`src/include/mem_bank_settings.svh`:
```
/* Local memory bank widths and sizes */

`ifndef MEM_BANK_SETTINGS_SVH
`define MEM_BANK_SETTINGS_SVH

// Byte address width seen on both accelerator ports
`define MEM_BANK_ADDR_W 16

// Data word width, a whole number of bytes
`define MEM_BANK_DATA_W 32

// AXI transaction id width, echoed back on b and r
`define MEM_BANK_ID_W 4

// Words in the array, so byte addresses from 1024 up are out of range
`define MEM_BANK_WORDS 256

// Accelerator ports sharing the single bank
`define MEM_BANK_NUM_PORTS 2

`endif

```
`src/logic/mem_bank_pkg.sv`:
```
/* Local memory bank types */

`default_nettype none

`include "mem_bank_settings.svh"

package mem_bank_pkg;

    // Plain vectors for the widths that carry a meaning
    typedef logic [`MEM_BANK_ADDR_W-1:0] addr_t;
    typedef logic [`MEM_BANK_DATA_W-1:0] data_t;
    typedef logic [`MEM_BANK_DATA_W/8-1:0] strb_t;
    typedef logic [`MEM_BANK_ID_W-1:0] id_t;
    typedef logic [1:0] resp_t;
    typedef logic [$clog2(`MEM_BANK_NUM_PORTS)-1:0] src_t;

    // AXI response codes, only these two are ever produced
    localparam resp_t resp_okay = 2'd0;
    localparam resp_t resp_slverr = 2'd2;

    // Single beat AXI channel payloads, burst fields dropped
    typedef struct packed {
        id_t id;
        addr_t addr;
    } axi_aw_t;

    typedef struct packed {
        data_t data;
        strb_t strb;
    } axi_w_t;

    typedef struct packed {
        id_t id;
        addr_t addr;
    } axi_ar_t;

    typedef struct packed {
        id_t id;
        resp_t resp;
    } axi_b_t;

    typedef struct packed {
        id_t id;
        data_t data;
        resp_t resp;
    } axi_r_t;

    // Bank side view, one command carries either a read or a joined write
    typedef struct packed {
        logic write;
        id_t id;
        addr_t addr;
        data_t data;
        strb_t strb;
    } bank_cmd_t;

    typedef struct packed {
        logic write;
        id_t id;
        data_t data;
        resp_t resp;
    } bank_rsp_t;

endpackage

`default_nettype wire

```
`src/logic/mem_bank_port_map.sv`:
```
/* AXI port to bank command mapping */

`timescale 1ns/1ps
`default_nettype none

module mem_bank_port_map
(
    input  wire logic fim_mem_bank,
    input  wire logic rst_n,

    input  wire logic aw_valid,
    input  mem_bank_pkg::axi_aw_t aw,
    output logic aw_ready,

    input  wire logic w_valid,
    input  mem_bank_pkg::axi_w_t w,
    output logic w_ready,

    output logic b_valid,
    output mem_bank_pkg::axi_b_t b,
    input  wire logic b_ready,

    input  wire logic ar_valid,
    input  mem_bank_pkg::axi_ar_t ar,
    output logic ar_ready,

    output logic r_valid,
    output mem_bank_pkg::axi_r_t r,
    input  wire logic r_ready,

    output logic cmd_valid,
    output mem_bank_pkg::bank_cmd_t cmd,
    input  wire logic cmd_ready,

    input  wire logic rsp_valid,
    input  mem_bank_pkg::bank_rsp_t rsp,
    output logic rsp_ready
);

    // A write is only offered once address and data are both present
    logic wr_pend;
    logic rd_pend;
    logic sel_wr;
    // Set when the last accepted command was a read, reset means write
    logic last_op_rd;

    assign wr_pend = aw_valid & w_valid;
    assign rd_pend = ar_valid;

    // On a tie take the opposite of the previous accepted kind
    assign sel_wr = wr_pend & (~rd_pend | last_op_rd);

    assign cmd_valid = wr_pend | rd_pend;

    always_comb
    begin
        cmd = '0;
        cmd.write = sel_wr;
        if (sel_wr)
        begin
            cmd.id = aw.id;
            cmd.addr = aw.addr;
            cmd.data = w.data;
            cmd.strb = w.strb;
        end
        else
        begin
            cmd.id = ar.id;
            cmd.addr = ar.addr;
        end
    end

    // Address and data of a write leave in the same cycle as the command
    assign aw_ready = cmd_ready & sel_wr;
    assign w_ready = cmd_ready & sel_wr;
    assign ar_ready = cmd_ready & rd_pend & ~sel_wr;

    always_ff @(posedge fim_mem_bank or negedge rst_n)
    begin
        if (!rst_n)
        begin
            last_op_rd <= 1'b0;
        end
        else if (cmd_valid && cmd_ready)
        begin
            last_op_rd <= ~sel_wr;
        end
    end

    // Split the bank response by its write flag
    assign b_valid = rsp_valid & rsp.write;
    assign r_valid = rsp_valid & ~rsp.write;
    assign b.id = rsp.id;
    assign b.resp = rsp.resp;
    assign r.id = rsp.id;
    assign r.data = rsp.data;
    assign r.resp = rsp.resp;

    assign rsp_ready = rsp.write ? b_ready : r_ready;

endmodule

`default_nettype wire

```
`config.mk`:
```
export PLATFORM = sky130hd
export DESIGN_NAME = mem_bank_port_map
export DESIGN_NICKNAME = d
export VERILOG_FILES = /design/src/logic/mem_bank_pkg.sv /design/src/logic/mem_bank_port_map.sv
export VERILOG_INCLUDE_DIRS = /design/src /design/src/include
export SDC_FILE = /design/constraint.sdc
export NUM_CORES = 1
export LEC_CHECK = 0
export BUFFER_PORTS_ARGS = -buffer_cell sky130_fd_sc_hd__buf_4
export CORE_AREA = 5 5 87 89
export CTS_CLUSTER_SIZE = 14
export DETAILED_ROUTE_END_ITERATION = 10
export DIE_AREA = 0 0 92 94
export SLEW_MARGIN = 20
export SYNTH_ARGS = -nofsm -noshare
export SYNTH_HDL_FRONTEND = slang
export SYNTH_SLANG_ARGS = --single-unit
```
`constraint.sdc`:
```
create_clock -name fim_mem_bank -period 1.3 [get_ports fim_mem_bank]
set_clock_uncertainty 0.05 [all_clocks]
set_input_delay 0.26 -clock fim_mem_bank [delete_from_list [all_inputs] [get_ports fim_mem_bank]]
set_output_delay 0.26 -clock fim_mem_bank [all_outputs]
set_load 0.005 [all_outputs]
```
==> metrics.md, run 1 <==
| Metric | Value |
|---|---|
| Status | `finished with violations` |
| Violated checks | `negative setup slack` |
| # nets final | `~360` |
| Overall Power | `around 800 uW` |
| PortBufs | `between 100 and 150` |
| Met2 Wirelength | `roughly 2.3 mm` |
| DRT met1 WL | `between 1 and 1.5 mm` |
| Asr flop ratio synth | `100%` |
| #FFs+latches synth | `1` |
| N_diodes | `0` |
| Most used DFF post-synth | `dfrtp_1` |
| Leading area contributor after synthesis | `buf_4` |
| Synth unique cells | `13` |
| Final ANT Viol Nets | `0` |
| Seq/Total Area, Yosys | `2.60%` |
| Count leader, synth | `buf_4` |
| Maxcap violations | `0` |
| Biggest register | `last_op_rd` |
| Leading registers by flop count | `last_op_rd: 1 flops` |
| Antenna violations before repair | `0` |
| Worst Tran Pin Value | `between 0.1 and 0.15 ns` |
| Synth top area share | `36.7%` |
| Period Utilization, post-route | `123%` |
| First-pass GRT wire length | `5.66 mm` |
| Routed WL | `4.35 mm` |
| Die footprint | `between 8000 and 9000 um2` |
| Top sig layer | `met4` |
| Clock transition at path regs | `0 ns` |
| Vias in the first global route | `1239` |
| Share of cells above drive strength 1 | `between 80 and 90%` |
| Fin crit period | `between 1.5 and 2 ns` |
| Internal power | `between 500 and 600 uW` |
| Sequential power share | `roughly 5.0%` |
| CP Class | `register to primary output` |
| Mapped Cells | `between 100 and 150` |
| Buf/Inv on CP | `4` |
| Crit-path cells | `inv_2, a21oi_4, buf_6, clkbuf_16, mux2_4, buf_6` |
| Worst path depth | `6` |
| Die width | `approximately 92 um` |
| Critical Path Sink | `cmd[55]` |
| Flop2flop setup slack | `roughly 0.31 ns` |
| EDFF count, synth | `0` |
| Peak VDD IR | `around 0.00021 V` |
| Hold_ws | `0.470 ns` |
| Critical Path Start Type | `register` |
| HP Class | `input port to primary output` |
| Comb power frac | `95.0%` |
| CP startpoint | `last_op_rd` |
| Fin cells | `316` |
| Area Overhead vs Synth | `133%` |
| Synth top area cells | `buf_4 37%, and2_1 25%, mux2_2 25%` |
| Top cells by instance count after synthesis | `47 x buf_4, 38 x and2_1, 21 x mux2_2` |
| Critical Path RT | `around 1 ns` |
| P_leak | `1.21 nW` |
| CP max stage delay | `around 0.35 ns` |
| Reg-to-reg startpoint | `last_op_rd` |
| Global route overflow | `0` |
| Vias | `approximately 1.2k` |
| Critical Path AT | `between 1 and 1.5 ns` |
| Pwr Density | `about 360 nW/um2` |
| RR Endpoint | `last_op_rd` |
| CP max FO | `5` |
| Final setup vio count | `58` |
| Net Count, Synth | `approximately 250` |
| CP endpoint kind | `primary output` |
| WL/cell | `about 14 um` |
| Total GRT Usage | `under 10%` |
| Final Max Tran Viols | `0` |
| Die height | `around 94 um` |
| DR pass1 iterations | `2` |
| Mapped Avg Cell Area | `7.94 um2` |
| Synthesized area | `about 960 um2` |
| Setup ws final | `-0.304 ns` |
| Max reg flops | `1` |
| Rel. slew slack | `about nine tenths` |
| Switching power total | `between 200 and 250 uW` |
| Clock latency on the worst-skew pair | `0 ns` |
| Num rows | `30` |
| Most common cell on crit path | `buf_6` |
| RSZ-0062 raised after global routing | `true` |
| Clock network fraction of design power | `0%` |
| Initial Util | `between 10 and 15%` |
| Vias per cell | `between 3 and 4` |
| Placer Congestion | `0.753` |
| R2R cell count | `4` |
| Switch share | `a little over a quarter` |
| Max Freq | `just over 600 MHz` |
| Syn. warnings | `0` |
| Slowest CP cell | `dfrtp_1` |
| Initial DRC count | `8` |
| Largest net degree at the start of global routing | `23` |
| Core Area | `around 6700 um2` |
| Core Util, Final | `between 30% and 40%` |
| DRC violations left | `0` |
| Num ports | `about 230` |
| HPWL after DPL | `between 3 and 4 mm` |
| Final hold violation count | `0` |
| Routed wl met3 | `686 um` |
| Placed Cells incl. Taps | `just over 300` |
| Largest delay contributor family on the critical path | `buffers and inverters` |
-- through the flow --
| step | area (um2) | setup TNS (ns) | setup slack, ns |
|---|---|---|---|
| 2_1_floorplan | 991 | -1.23 | -0.0659 |
| 3_3_place_gp | 1860 | -11.51 | -0.284 |
| 3_5_place_dp | 1860 | -11.90 | -0.303 |
| 4_1_cts | 1910 | -10.03 | -0.266 |
| 5_1_grt | 2240 | -17.01 | -0.346 |
| 6_report | 2240 | -13.34 | -0.304 |
-- timing repair --
action / CTS / global route
pin swaps: 0 / 10
buffers inserted: 0 / 7
hold buffers: 1 / 0
resized for setup: 11 / 52
endpoints found under the hold margin: 1 / 0
cloned: 0 / 4
endpoints found under the setup margin: 58 / 58
-- routing by layer --
layer	track usage, %	vias to the layer above
met3	4.81	3
met5	0	-
li1	-	570
met4	0.495	0
met1	7.58	524
met2	13.9	116
-- final cells by class --
| class | instances | area (um2) |
|---|---|---|
| fillers | 713 | 4450 |
| inverters | 1 | 3.75 |
| multi-input cells | 67 | 632 |
| flip-flops and latches | 1 | 25.0 |
| well taps | 80 | 100 |
| repair buffers | 167 | 1480 |
-- layout by cell type (no fill, tap or decap), types with 2 or more instances in the layout --
cell type,Yosys,final
buf_4,47,122
buf_6,4,39
and2_1,38,28
mux2_4,0,20
and2_4,0,10
clkbuf_16,0,3
nand2_1,3,2
-- power by group through the flow --
stage	clock network (mW)	registers [mW]	logic, mW
after floorplan	0	0.0400	0.314
after global placement	0	0.0399	0.586
after detailed placement	0	0.0403	0.592
after CTS	0	0.0404	0.618
after global routing	0	0.0406	0.818
final	0	0.0400	0.760
-- worst min-delay path by stage --
stage	startpoint	to	slack (ns)	cells after the start
detailed placement	rst_n	last_op_rd	-0.01	1
floorplan	rst_n	last_op_rd	-0.09	0
finish	rsp[14]	r[14]	0.47	0
global placement	rst_n	last_op_rd	-0.01	1
CTS	rsp[15]	r[15]	0.47	0
global route	rsp[14]	r[14]	0.47	0
-- logic make-up after synthesis --
kind of cell,Yosys count,synth area share (%)
buffers and inverters,53,42.3
and+or+nand+nor,43,27.2
muxes,21,24.6
AOI/OAI and AO/OA,3,3.26
DFF,1,2.60
No activity file was read; power rests on OpenSTA's default activity.
==> run 2: changes to the inputs <==
Settings changed: REMOVE_ABC_BUFFERS set to 1.
==> metrics.md, run 2 (synthesis gave the netlist of run 1 again) <==
| Metric | Value |
|---|---|
| DRC violations left | `0` |
| Crit-path cells | `inv_2, a21oi_4, buf_12, mux2_2, buf_4` |
| N_diodes | `0` |
| Violated checks | `negative setup slack` |
| # nets final | `approximately 360` |
| Die footprint | `8650 um2` |
| CP max FO | `26` |
| Largest delay contributor family on the critical path | `buffers and inverters` |
| Routed wl met3 | `around 1.5 mm` |
| Hold_ws | `0.470 ns` |
| Area Overhead vs Synth | `116%` |
| Switching power total | `just over 200 uW` |
| Final setup vio count | `59` |
| Hold path cells | `0` |
| Antenna violations before repair | `0` |
| Num ports | `approximately 230` |
| Met2 Wirelength | `2.37 mm` |
| Final ANT Viol Nets | `0` |
| Initial Util | `between 10% and 20%` |
| Switch share | `between 20% and 30%` |
| DRT met1 WL | `about 2.4 mm` |
| Biggest register | `last_op_rd` |
| Max Freq | `about 620 MHz` |
| Clock transition at path regs | `0 ns` |
| DR pass1 iterations | `3` |
| Max reg flops | `1` |
| Buf/Inv on CP | `3` |
| Critical Path RT | `around 0.99 ns` |
| Die height | `94 um` |
| CP max stage delay | `about 0.35 ns` |
| Clock network fraction of design power | `0%` |
| RSZ-0062 raised after global routing | `true` |
| HP Class | `input port to primary output` |
| R2R cell count | `3` |
| Leading registers by flop count | `last_op_rd: 1 flops` |
| Pwr Density | `roughly 350 nW/um2` |
| Sequential power share | `~5.5%` |
| Vias in the first global route | `1464` |
| CP endpoint kind | `primary output` |
| Status | `finished with violations` |
| Clock latency on the worst-skew pair | `0 ns` |
| Critical Path AT | `roughly 1.3 ns` |
| CP Class | `register to primary output` |
| Fin crit period | `1.60 ns` |
| PortBufs | `between 100 and 150` |
| Placement-stage worst setup slack | `-0.307 ns` |
| Total GRT Usage | `13.4%` |
| Num rows | `30` |
| Worst Tran Pin Value | `0.192 ns` |
| Routed WL | `between 6 and 7 mm` |
| Vias | `1296` |
| P_leak | `approximately 1.1 nW` |
| Fillers | `733` |
| Internal power | `between 500 and 600 uW` |
| Most frequent cells in the layout | `135 x buf_4, 22 x buf_6, 20 x and2_4` |
| Critical Path Start Type | `register` |
| Placer Congestion | `0.707` |
| Peak VDD IR | `about 0.00012 V` |
| Vias per cell | `4.17` |
| Global route overflow | `0` |
| Top sig layer | `met5` |
| Sequential cell area | `between 20 and 30 um2` |
| Die width | `around 90 um` |
| Share of cells above drive strength 1 | `between 80% and 90%` |
| Comb power frac | `94.5%` |
| Worst path depth | `5` |
| Rel. slew slack | `between 80% and 90%` |
| Core Area | `6680 um2` |
| Final Max Tran Viols | `0` |
| Fin cells | `311` |
| First-pass GRT wire length | `between 8 and 9 mm` |
| WL/cell | `just over 20 um` |
| Largest net degree at the start of global routing | `27` |
| Slowest CP cell | `mux2_2` |
| Initial DRC count | `16` |
| Maxcap violations | `0` |
| Area of the multi-input gates | `597 um2` |
| Setup ws final | `-0.303 ns` |
| Period Utilization, post-route | `123%` |
| Commonest non-fill, non-tap cell in the layout | `buf_4` |
| HPWL after DPL | `around 5.8 mm` |
| Final hold violation count | `0` |
| Placed Cells incl. Taps | `approximately 300` |
## run 2: through the flow
step	util, %	TNS, ns	power [mW]	cell area (um2)
2_1_floorplan	-	-24.65	0.203	558
3_3_place_gp	27.7	-11.12	0.625	1850
3_5_place_dp	27.7	-11.91	0.631	1850
4_1_cts	29.8	-10.82	0.696	1990
5_1_grt	31.0	-15.38	0.775	2070
6_report	31.0	-11.25	0.719	2070
## run 2: repair_timing
action	in CTS	in global routing
cloned	1	0
hold endpoints to repair	1	0
gates resized for setup	31	21
hold buffers	1	0
pin swaps	8	10
setup endpoints to repair	59	59
buffers inserted	1	2
## run 2: area by class of cell
type                    instances  area share [%]
repair buffers                162            65.0
inverters                       1           0.181
flip-flops and latches          1            1.21
well taps                      80            4.83
multi-input cells              67            28.8
## run 2: per-layer routing
| metal | track usage, % | up-vias |
|---|---|---|
| met3 | 14.3 | 6 |
| met4 | 0 | 2 |
| met1 | 15.2 | 560 |
| met5 | 5.77 | - |
| met2 | 17.6 | 169 |
| li1 | - | 559 |
## run 2: path summary, 6_finish.rpt
kind,start,to,slack [ns]
min reg2reg,last_op_rd,last_op_rd,0.60
max in group asynchronous,rst_n,last_op_rd,0.59
min,rsp[29],r[29],0.47
max,last_op_rd,cmd[49],-0.30
max reg2reg,last_op_rd,last_op_rd,0.46
min in group asynchronous,rst_n,last_op_rd,0.53
## run 2: power groups by stage
stage                     registers (mW)  clock network, mW  logic [mW]
final                             0.0397                  0       0.679
after detailed placement          0.0397                  0       0.591
after global placement            0.0396                  0       0.585
after floorplan                   0.0400                  0       0.163
after global routing              0.0404                  0       0.735
after CTS                         0.0398                  0       0.656
