## config.mk

```make
export PLATFORM = sky130hd
export DESIGN_NAME = mem_bank_arbiter
export DESIGN_NICKNAME = d
export VERILOG_FILES = /design/src/logic/mem_bank_pkg.sv /design/src/logic/mem_bank_arbiter.sv
export VERILOG_INCLUDE_DIRS = /design/src /design/src/include
export SDC_FILE = /design/constraint.sdc
export NUM_CORES = 1
export LEC_CHECK = 0
export ABC_AREA = 1
export ABC_CLOCK_PERIOD_IN_PS = 1600
export BUFFER_PORTS_ARGS = -buffer_cell sky130_fd_sc_hd__buf_2
export CAP_MARGIN = 20
export CORE_AREA = 2 2 117 119
export DETAILED_ROUTE_END_ITERATION = 16
export DIE_AREA = 0 0 119 121
export GPL_ROUTABILITY_DRIVEN = 0
export PLACE_DENSITY = 0.41
export RECOVER_POWER = 50
export SYNTH_ARGS = -nofsm -noshare
export SYNTH_HDL_FRONTEND = slang
export SYNTH_SLANG_ARGS = --single-unit
```

## constraint.sdc

```tcl
create_clock -name fim_mem_bank -period 1.6 [get_ports fim_mem_bank]
set_input_delay 0.48 -clock fim_mem_bank [delete_from_list [all_inputs] [get_ports fim_mem_bank]]
set_output_delay 0.48 -clock fim_mem_bank [all_outputs]
set_load 0.005 [all_outputs]
```

## src/include/mem_bank_settings.svh

```systemverilog
/* Local memory bank widths and sizes */

`ifndef MEM_BANK_SETTINGS_SVH
`define MEM_BANK_SETTINGS_SVH

// Byte address width seen on both accelerator ports
`define MEM_BANK_ADDR_W 16

// Data word width, a whole number of bytes
`define MEM_BANK_DATA_W 32

// AXI transaction id width, echoed back on b and r
`define MEM_BANK_ID_W 4

// Words in the array, so byte addresses from 1024 up are out of range
`define MEM_BANK_WORDS 256

// Accelerator ports sharing the single bank
`define MEM_BANK_NUM_PORTS 2

`endif

```

## src/logic/mem_bank_pkg.sv

```systemverilog
/* Local memory bank types */

`default_nettype none

`include "mem_bank_settings.svh"

package mem_bank_pkg;

    // Plain vectors for the widths that carry a meaning
    typedef logic [`MEM_BANK_ADDR_W-1:0] addr_t;
    typedef logic [`MEM_BANK_DATA_W-1:0] data_t;
    typedef logic [`MEM_BANK_DATA_W/8-1:0] strb_t;
    typedef logic [`MEM_BANK_ID_W-1:0] id_t;
    typedef logic [1:0] resp_t;
    typedef logic [$clog2(`MEM_BANK_NUM_PORTS)-1:0] src_t;

    // AXI response codes, only these two are ever produced
    localparam resp_t resp_okay = 2'd0;
    localparam resp_t resp_slverr = 2'd2;

    // Single beat AXI channel payloads, burst fields dropped
    typedef struct packed {
        id_t id;
        addr_t addr;
    } axi_aw_t;

    typedef struct packed {
        data_t data;
        strb_t strb;
    } axi_w_t;

    typedef struct packed {
        id_t id;
        addr_t addr;
    } axi_ar_t;

    typedef struct packed {
        id_t id;
        resp_t resp;
    } axi_b_t;

    typedef struct packed {
        id_t id;
        data_t data;
        resp_t resp;
    } axi_r_t;

    // Bank side view, one command carries either a read or a joined write
    typedef struct packed {
        logic write;
        id_t id;
        addr_t addr;
        data_t data;
        strb_t strb;
    } bank_cmd_t;

    typedef struct packed {
        logic write;
        id_t id;
        data_t data;
        resp_t resp;
    } bank_rsp_t;

endpackage

`default_nettype wire

```

## src/logic/mem_bank_arbiter.sv

```systemverilog
/* Round-robin bank arbiter */

`timescale 1ns/1ps
`default_nettype none

`include "mem_bank_settings.svh"

module mem_bank_arbiter
(
    input  wire logic fim_mem_bank,
    input  wire logic rst_n,

    // Command side of each port map
    input  wire logic [`MEM_BANK_NUM_PORTS-1:0] cmd_valid,
    input  mem_bank_pkg::bank_cmd_t cmd [`MEM_BANK_NUM_PORTS],
    output logic [`MEM_BANK_NUM_PORTS-1:0] cmd_ready,

    // Response side of each port map
    output logic [`MEM_BANK_NUM_PORTS-1:0] rsp_valid,
    output mem_bank_pkg::bank_rsp_t rsp [`MEM_BANK_NUM_PORTS],
    input  wire logic [`MEM_BANK_NUM_PORTS-1:0] rsp_ready,

    // Single bank
    output logic bank_cmd_valid,
    output mem_bank_pkg::bank_cmd_t bank_cmd,
    output mem_bank_pkg::src_t bank_src,
    input  wire logic bank_cmd_ready,
    input  wire logic bank_rsp_valid,
    input  mem_bank_pkg::bank_rsp_t bank_rsp,
    input  mem_bank_pkg::src_t bank_rsp_src,
    output logic bank_rsp_ready
);

    // Port that wins a tie
    mem_bank_pkg::src_t prio;
    mem_bank_pkg::src_t other;
    mem_bank_pkg::src_t grant;
    logic accept;

    assign other = ~prio;

    // Favoured port if it asks, else the other one
    // With nobody asking the grant simply rests on the favoured port
    assign grant = (cmd_valid[prio] || !cmd_valid[other]) ? prio : other;

    assign bank_cmd_valid = |cmd_valid;
    assign bank_cmd = cmd[grant];
    assign bank_src = grant;
    assign accept = bank_cmd_valid & bank_cmd_ready;

    always_comb
    begin
        for (int i = 0; i < `MEM_BANK_NUM_PORTS; i++)
        begin
            cmd_ready[i] = bank_cmd_ready & (grant == mem_bank_pkg::src_t'(i));
        end
    end

    // Priority turns over after each accepted command
    // While a command stalls the priority is parked on it, so that a
    // request arriving later on the other port cannot steal the grant
    always_ff @(posedge fim_mem_bank or negedge rst_n)
    begin
        if (!rst_n)
        begin
            prio <= '0;
        end
        else if (accept)
        begin
            prio <= ~grant;
        end
        else if (bank_cmd_valid)
        begin
            prio <= grant;
        end
    end

    // Response fans out to all maps, only the source port sees it valid
    always_comb
    begin
        for (int i = 0; i < `MEM_BANK_NUM_PORTS; i++)
        begin
            rsp_valid[i] = bank_rsp_valid & (bank_rsp_src == mem_bank_pkg::src_t'(i));
            rsp[i] = bank_rsp;
        end
    end

    assign bank_rsp_ready = rsp_ready[bank_rsp_src];

endmodule

`default_nettype wire

```

==> run_results.csv, run 1 <==
group,metric,value,unit
synthesis,syn_area_per_cell,5.30,sq um
sta,period_needed,1.80,ns
grt,first_global_vias,1846,
drt,drtIter0Drc,65,
sta,tns,-8.57,ns
grt,overflow,0,
placement,io_buffer_count,186,
synthesis,ys_ff_latch,1,
drt,vias,2107,
synthesis,syn_inst,292,
drt,via_per_inst,3.68,
cells_and_area,area_growth,59.0,%
status,failed_checks,"setup timing",
sta,worst_slew_pin_slew,0.187,ns
synthesis,synth-seq-area-share,1.62,%
die,start_util,11.8,%
setup_path,critPathMaxStageDelay,0.16,ns
placement,dp.final_hpwl,5.00,mm
cells_and_area,insertedDiodeCount,0,
die,core-area,13100,sq um
synthesis,synth_edf_count,0,
setup_path,cpMaxStageDelayCell,"clkbuf_16",
setup_path,r2r_cells,6,
cells_and_area,n_fill_cell,1513,
synthesis,netlist_top_cells_count,"nand2_1 (119), buf_4 (81), nand3_1 (58)",
grt,grt_max_degree,40,
grt,grt_pass1_wl,9.07,mm
placement,dpl_cell_area,2080,sq um
die,pin_count,304,
die,die_y,121,microns
power_and_ir_drop,p_leak,1.53,nW
synthesis,synthDistinctLibCells,11,
setup_path,startpoint,"cmd_valid[1]",
cells_and_area,drive_gt1_share,58.2,%
cells_and_area,reg_top3,"prio (1)",
setup_path,critical_path.startpoint_type,"input port",
synthesis,synth_fp_nets,454,
synthesis,syn_area,1550,sq um
setup_path,crit_type,"input port to primary output",
setup_path,r2r-end,"prio",
run,maxCapViolCount,0,
sta,period_share,112,%
cells_and_area,top_register,"prio",
cells_and_area,final_area,2460,sq um
sta,hold_violations,0,
setup_path,required,1.12,ns
setup_path,end_kind,"primary output",
drt,drtPass1Iterations,4,
setup_path,reg2reg_slack,0.47,ns
grt,grt_use_total,7.64,%
sta,slew_headroom,87.5,%
setup_path,path_cells,"buf_8 > nand2_4 > nand2_8 > nand2_8 > buf_12 > clkbuf_16 > nand2_4 > nand2_2 > buf_2",
cells_and_area,fin_util,18.8,%
die,die-area,14400,sq um
synthesis,synth_top_area_share,39.3,%
sta,grt_setup_unrepaired,"true",
die,die_x,119,microns
synthesis,yosysTopAreaCell,"buf_4",
clock_tree,clk_pin_slew,0,ns
synthesis,synth_most_common_cell,"nand2_1",
cells_and_area,nets,561,
synthesis,yosys_most_used_dff,"dfrtp_1",
synthesis,ys_warn_count,0,
setup_path,timing.critical_path.to,"bank_cmd[23]",
drt,routed_wl,6.91,mm
status,outcome,"finished, violations left",
sta,fin_worst_skew,0,ns
drt,wl_per_cell,12.1,microns
setup_path,arrival,1.32,ns
power_and_ir_drop,power_density,422,nW/um^2
sta,fmax,557,MHz
drt,drc_errors,0,
setup_path,reg2reg_from,"prio",
cells_and_area,largest_register_ffs,1,
grt,antenna_found_initial,0,
sta,setup_viol,60,
sta,setup_ws,-0.196,ns
synthesis,ys_top_cells_by_area,"buf_4 (39%), nand2_1 (29%), nand3_1 (19%), buf_2 (3.6%), buf_6 (2.9%)",
power_and_ir_drop,irDropWorstVdd,0.264,mV
sta,drv_slew,0,
hold_path,min_path_type,"input port to async pin",
synthesis,async_reset_ff_share,100,%
drt,antenna_violating_nets_post_route,0,
setup_path,critPathMaxFanout,5,
die,row_count,42,
clock_tree,clk_latency,0,ns
[area by class of cell]
cell class              count  area, sq um  area share, %
inverters                   8         35.0           1.42
repair buffers            201         1240           50.6
multi-input cells         187          936           38.0
well taps                 176          220           8.95
flip-flops and latches      1         25.0           1.02
[report_power, final]
group	internal (mW)	total [mW]	switching (mW)
Combinational	0.517	1.01	0.489
Clock	0	0	0
Sequential	0.0294	0.0330	0.00366
Total	0.547	1.04	0.493
[logic make-up after synthesis]
kind of cell / after synthesis / synth area share (%)
and+or+nand+nor: 185 / 50.0
buffers and inverters: 104 / 47.7
AOI/OAI and AO/OA: 2 / 0.647
DFF: 1 / 1.62
[through the flow]
stage	hold WS [ns]	std cells	worst slack (ns)	total power, mW
6_report	0.257	573	-0.196	1.04
5_1_grt	0.260	573	-0.248	1.15
4_1_cts	0.259	570	-0.206	0.989
3_5_place_dp	0.259	565	-0.236	0.826
3_3_place_gp	0.258	565	-0.233	0.817
2_1_floorplan	0.184	292	0.115	0.573
[layer usage]
layer	global-route usage [%]	vias up	share of wire [%]
met4	2.98	0	3.4
li1	-	1048	-
met3	0.846	29	7.2
met1	8.10	922	36
met2	15.2	108	53
met5	0	-	0
[cell usage in the layout, fill, tap and decap left out, types with 2 or more instances in the layout]
cell,count
nand2_8,3
buf_2,184
inv_1,7
nand3_1,52
buf_12,4
clkbuf_16,3
buf_16,3
buf_8,3
buf_6,3
nor2_1,5
nand2_2,14
nand2_1,99
o21ai_0,2
nand2_4,6
nand3_2,6
[worst max-delay path: cells and delay by family]
family | cells | cell delay, ns
AND/OR/NAND/NOR | 5 | 0.33
buffers and inverters | 4 | 0.51
[what timing repair did]
item                       CTS  global route
hold buffers                 0             0
setup endpoints to repair   60            60
hold endpoints to repair     0             0
resized for setup           39            22
setup buffers                2             2
gates cloned                 3             3
pin swaps                    2             6
[how the worst min path moves through the flow]
stage	endpoint	slack [ns]	cells after the start
after floorplan	prio	0.18	0
after detailed placement	prio	0.26	1
after CTS	prio	0.26	1
after global routing	prio	0.26	1
after global placement	prio	0.26	1
final	prio	0.26	1
(Power assumes the default switching activity.)
==> inputs of run 2 (changes only) <==
ABC_AREA = 0   (was 1)
CORE_AREA = 2 2 119 121   (was 2 2 117 119)
DIE_AREA = 0 0 121 123   (was 0 0 119 121)
PLACE_DENSITY = 0.39   (was 0.41)
==> run 2 against run 1 <==
- the flow still finishes with violations (setup timing)
- sequential cell count stayed put
- worst setup slack got worse by 0.27 ns
- critical path type unchanged
- sequential share of layout area fell by 0.064 points
- critical endpoint is now bank_cmd[48]
- critical path depth fell by 1
==> run_results.csv, run 2 <==
group,metric,value,unit
die,die-area,14900,sq um
sta,worst_slew_pin_slew,0.193,ns
setup_path,crit_path_frequent_cell,"buf_6",
synthesis,syn_inst,157,
cells_and_area,n_fill_cell,1509,
sta,grt_setup_unrepaired,"true",
drt,routed_wl,5.28,mm
cells_and_area,final_cell_mix,"buf_2 (142), buf_6 (46), mux2_4 (40)",
clock_tree,clk_latency,0,ns
synthesis,synth_top_area_share,43.9,%
cells_and_area,drive_gt1_share,97.1,%
setup_path,end_kind,"primary output",
synthesis,async_reset_ff_share,100,%
cells_and_area,regArea,25.0,sq um
cells_and_area,top_register,"prio",
sta,setup_viol,60,
sta,period_needed,2.06,ns
drt,drtPass1Iterations,3,
cells_and_area,insertedDiodeCount,0,
cells_and_area,multi_input_area,912,sq um
synthesis,syn_area_per_cell,8.93,sq um
setup_path,path_delay_family,"buffers and inverters",
synthesis,ys_warn_count,0,
synthesis,synth_most_common_cell,"buf_4",
grt,grt_pass1_wl,6.81,mm
die,start_util,10.3,%
die,die_y,123,microns
sta,fin_worst_skew,0,ns
drt,via_per_inst,3.27,
hold_path,min_path_type,"input port to async pin",
setup_path,cpMaxStageDelayCell,"mux2_4",
status,outcome,"finished, violations left",
synthesis,synth_edf_count,0,
setup_path,crit_buf_inv,5,
cells_and_area,nets,437,
synthesis,netlist_top_cells_count,"buf_4 (82), mux2_2 (50), mux2_1 (8)",
sta,slew_headroom,87.1,%
setup_path,worst-path-stages,8,
synthesis,ys_top_cells_by_area,"buf_4 (44%), mux2_2 (40%), mux2_1 (6.4%), dfrtp_1 (1.8%), buf_6 (1.6%)",
drt,drtIter0Drc,14,
status,failed_checks,"setup timing",
sta,fmax,485,MHz
sta,tns,-25.31,ns
grt,first_global_vias,1427,
clock_tree,holdBufCountCts,0,
sta,setup_ws,-0.463,ns
drt,drc_errors,0,
synthesis,syn_area,1400,sq um
cells_and_area,fin_util,19.3,%
power_and_ir_drop,p_leak,1.41,nW
cells_and_area,largest_register_ffs,1,
synthesis,ys_ff_latch,1,
drt,vias,1482,
grt,antenna_found_initial,0,
setup_path,r2r_cells,4,
synthesis,yosysTopAreaCell,"buf_4",
grt,grt_use_total,5.50,%
setup_path,arrival,1.58,ns
die,die_x,121,microns
placement,dp.final_hpwl,3.75,mm
synthesis,synth-seq-area-share,1.78,%
run,maxCapViolCount,0,
grt,overflow,0,
setup_path,critPathMaxStageDelay,0.31,ns
drt,antenna_violating_nets_post_route,0,
setup_path,crit_type,"input port to primary output",
die,core-area,13600,sq um
synthesis,yosys_most_used_dff,"dfrtp_1",
drt,wl_per_cell,11.7,microns
power_and_ir_drop,power_density,443,nW/um^2
cells_and_area,layout_commonest_cell,"buf_2",
die,pin_count,304,
cells_and_area,area_growth,87.2,%
setup_path,path_cells,"buf_8 > nand2b_4 > a21oi_4 > buf_6 > buf_12 > buf_16 > mux2_4 > buf_6",
power_and_ir_drop,irDropWorstVdd,0.112,mV
placement,io_buffer_count,186,
sta,hold_violations,0,
setup_path,critical_path.startpoint_type,"input port",
setup_path,critPathMaxFanout,8,
clock_tree,clk_pin_slew,0,ns
synthesis,synthDistinctLibCells,16,
grt,grt_max_degree,18,
cells_and_area,reg_top3,"prio (1)",
sta,drv_slew,0,
setup_path,required,1.12,ns
die,row_count,43,
sta,period_share,129,%
synthesis,synth_fp_nets,319,
run 2: repair_timing:
action	CTS	global route
setup buffers	7	0
gates resized for setup	74	19
gates cloned	3	1
pin swaps	0	0
setup endpoints to repair	61	61
run 2: path summary, 6_finish.rpt:
kind / start / to / slack [ns]
max reg2reg: prio / prio / 0.67
max: cmd_valid[0] / bank_cmd[48] / -0.46
min in group fim_mem_bank: prio / prio / 0.58
max in group asynchronous: rst_n / prio / 1.26
min: rst_n / prio / 0.25
min reg2reg: prio / prio / 0.58
run 2: where the power goes:
group,total (mW),switching [mW],internal [mW]
sequential,0.0322,0.00275,0.0294
combinational,1.13,0.365,0.765
clock,0,0,0
total,1.16,0.368,0.794
run 2: metrics by stage:
step | power [mW] | std cells | hold slack, ns | setup slack [ns] | area [sq um]
final | 1.16 | 453 | 0.254 | -0.463 | 2630
after global routing | 1.24 | 453 | 0.262 | -0.506 | 2630
after CTS | 1.09 | 452 | 0.255 | -0.470 | 2500
after detailed placement | 0.747 | 442 | 0.256 | -0.505 | 2010
after global placement | 0.742 | 442 | 0.255 | -0.491 | 2010
after floorplan | 0.565 | 157 | 0.184 | -0.179 | 1440
run 2: final cells by class:
cell class | count | share of cell area, %
inverter | 2 | 0.381
multi-input combinational | 70 | 34.7
sequential | 1 | 0.953
tap | 180 | 8.58
timing repair buffer | 200 | 55.4
run 2: layer usage:
| layer | global-route usage (%) | wire length (microns) |
|---|---|---|
| met4 | 1.74 | 136 |
| met3 | 0.830 | 476 |
| met5 | 0 | 0 |
| met1 | 6.28 | 1880 |
| met2 | 10.4 | 2790 |
run 2: cell families (layout without fill, tap and decap cells):
logic type	Yosys count	count (layout)	synth area share [%]
buffers and inverters	86	202	46.0
multiplexers	58	58	46.6
AND/OR/NAND/NOR	9	9	3.75
AO/OA/AOI/OAI	3	3	1.87
flip-flops	1	1	1.78
==> inputs of run 3 (changes only) <==
ABC_CLOCK_PERIOD_IN_PS = 1700   (was 1600)
CORE_AREA = 2 2 117 119   (was 2 2 119 121)
DIE_AREA = 0 0 119 121   (was 0 0 121 123)
PLACE_DENSITY = 0.41   (was 0.39)
clock period = 1.7 ns   (was 1.6 ns; I/O delays follow)
==> run 3 against run 2 <==
- power down 9.3%
- design area down 3.2%
- final cell count down 1.5%
- register-to-register slack worse by 0.04 ns
- worst setup slack better by 0.020 ns
- combinational power down 9.7%
- clock skew unchanged
- the run still ends with setup timing left
- core utilization up 0.14 points
- sequential power down 4%
- highest routed layer unchanged
- largest power group unchanged
- sequential cell count unchanged
==> run_results.csv, run 3 (synthesis results as in run 2) <==
group,metric,value,unit
power_and_ir_drop,power,1.05,mW
setup_path,cpMaxStageDelayCell,"mux2_4",
drt,drtPass1Iterations,2,
grt,met3_usage,1.83,%
setup_path,arrival,1.63,ns
sta,period_needed,2.14,ns
sta,fin_worst_skew,0,ns
cells_and_area,reg_top3,"prio (1)",
cells_and_area,drive_gt1_share,97.0,%
cells_and_area,multi_input_area,916,sq um
placement,dpl_cell_area,1990,sq um
sta,fmax,467,MHz
grt,first_global_vias,1510,
power_and_ir_drop,irDropWorstVdd,0.109,mV
setup_path,crit_path_frequent_cell,"buf_6",
status,failed_checks,"setup timing",
die,row_count,42,
sta,period_share,126,%
sta,tns,-23.45,ns
sta,setup_viol,60,
setup_path,critPathMaxFanout,15,
placement,place_ws,-0.491,ns
cells_and_area,largest_register_ffs,1,
setup_path,crit_buf_inv,4,
cells_and_area,top_register,"prio",
sta,grt_setup_unrepaired,"true",
setup_path,end_kind,"primary output",
die,start_util,10.7,%
sta,worst_slew_pin_slew,0.174,ns
drt,vias,1448,
setup_path,crit_type,"input port to primary output",
grt,antenna_found_initial,0,
clock_tree,clk_pin_slew,0,ns
placement,place_inst,437,
setup_path,worst-path-stages,7,
drt,drc_errors,0,
cells_and_area,regArea,25.0,sq um
sta,setup_ws,-0.443,ns
cells_and_area,final_area,2540,sq um
cells_and_area,insertedDiodeCount,0,
sta,hold_violations,0,
drt,wl_per_cell,13.0,microns
placement,io_buffer_count,186,
setup_path,required,1.19,ns
clock_tree,holdBufCountCts,0,
power_and_ir_drop,p_leak,1.38,nW
die,die_x,119,microns
power_and_ir_drop,power_density,415,nW/um^2
cells_and_area,n_fill_cell,1467,
sta,slew_headroom,88.4,%
cells_and_area,final_cells,446,
cells_and_area,nets,434,
grt,overflow,0,
setup_path,path_delay_family,"buffers and inverters",
setup_path,critical_path.startpoint_type,"input port",
grt,use_met1,8.47,%
drt,via_per_inst,3.25,
cells_and_area,layout_commonest_cell,"buf_2",
setup_path,r2r_cells,5,
die,die_y,121,microns
grt,grt_pass1_wl,8.24,mm
cells_and_area,area_growth,81.3,%
clock_tree,clk_latency,0,ns
sta,drv_slew,0,
setup_path,critPathMaxStageDelay,0.33,ns
hold_path,min_path_type,"input port to async pin",
drt,routed_wl,5.81,mm
grt,grt.busiest_layer,"met2",
grt,grt_use_met2,12.8,%
grt,grt_use_total,7.16,%
die,die-area,14400,sq um
setup_path,path_cells,"buf_8 > nand2b_4 > a21oi_4 > buf_6 > buf_12 > mux2_4 > buf_6",
placement,dp.final_hpwl,4.30,mm
die,core-area,13100,sq um
cells_and_area,final_cell_mix,"buf_2 (142), buf_6 (46), mux2_4 (43)",
die,pin_count,304,
run,maxCapViolCount,0,
drt,antenna_violating_nets_post_route,0,
status,outcome,"finished, violations left",
grt,grt_max_degree,16,
drt,drtIter0Drc,11,
[run 3: area by class of cell]
type                       instances  area share [%]
inverter                           2           0.295
multi-input combinational         70            36.0
sequential                         1           0.984
tap                              176            8.66
timing repair buffer             197            54.0
[run 3: worst register-to-register path: stages, from the launching register on]
cell	delay, ns
dfrtp_1	0.38
nand2b_4	0.17
buf_4	0.13
buf_4	0.12
nand3_1	0.07
o21ai_0	0.08
[run 3: worst paths after layout]
kind,start,slack [ns],end
max,cmd_valid[0],-0.44,bank_cmd[28]
min,rst_n,0.29,prio
max reg2reg,prio,0.63,prio
min reg2reg,prio,0.63,prio
max in group asynchronous,rst_n,1.33,prio
min in group fim_mem_bank,prio,0.63,prio
[run 3: layer usage]
layer	vias up	wire length [microns]	share of wire (%)
li1	673	-	-
met1	645	2100	36
met2	115	2970	51
met3	15	606	10
met4	0	138	2.4
met5	-	0	0
[run 3: metrics by stage]
step / utilization, % / hold WS [ns]
after global placement: 15.2 / 0.286
after global routing: 19.4 / 0.292
after CTS: 19.4 / 0.290
final: 19.4 / 0.288
after detailed placement: 15.2 / 0.291
after floorplan: - / 0.214
[run 3: repair_timing]
| item | CTS | global route |
|---|---|---|
| cloned | 3 | 0 |
| pin swaps | 0 | 1 |
| buffers inserted | 6 | 2 |
| endpoints found under the setup margin | 60 | 60 |
| resized for setup | 84 | 9 |
[run 3: report_power, final]
part / total, mW / leakage [nW] / internal [mW] / switching [mW]
clock network: 0 / 0 / 0 / 0
registers: 0.0309 / 0.0119 / 0.0277 / 0.00326
logic: 1.02 / 1.37 / 0.682 / 0.341
total: 1.05 / 1.38 / 0.710 / 0.345
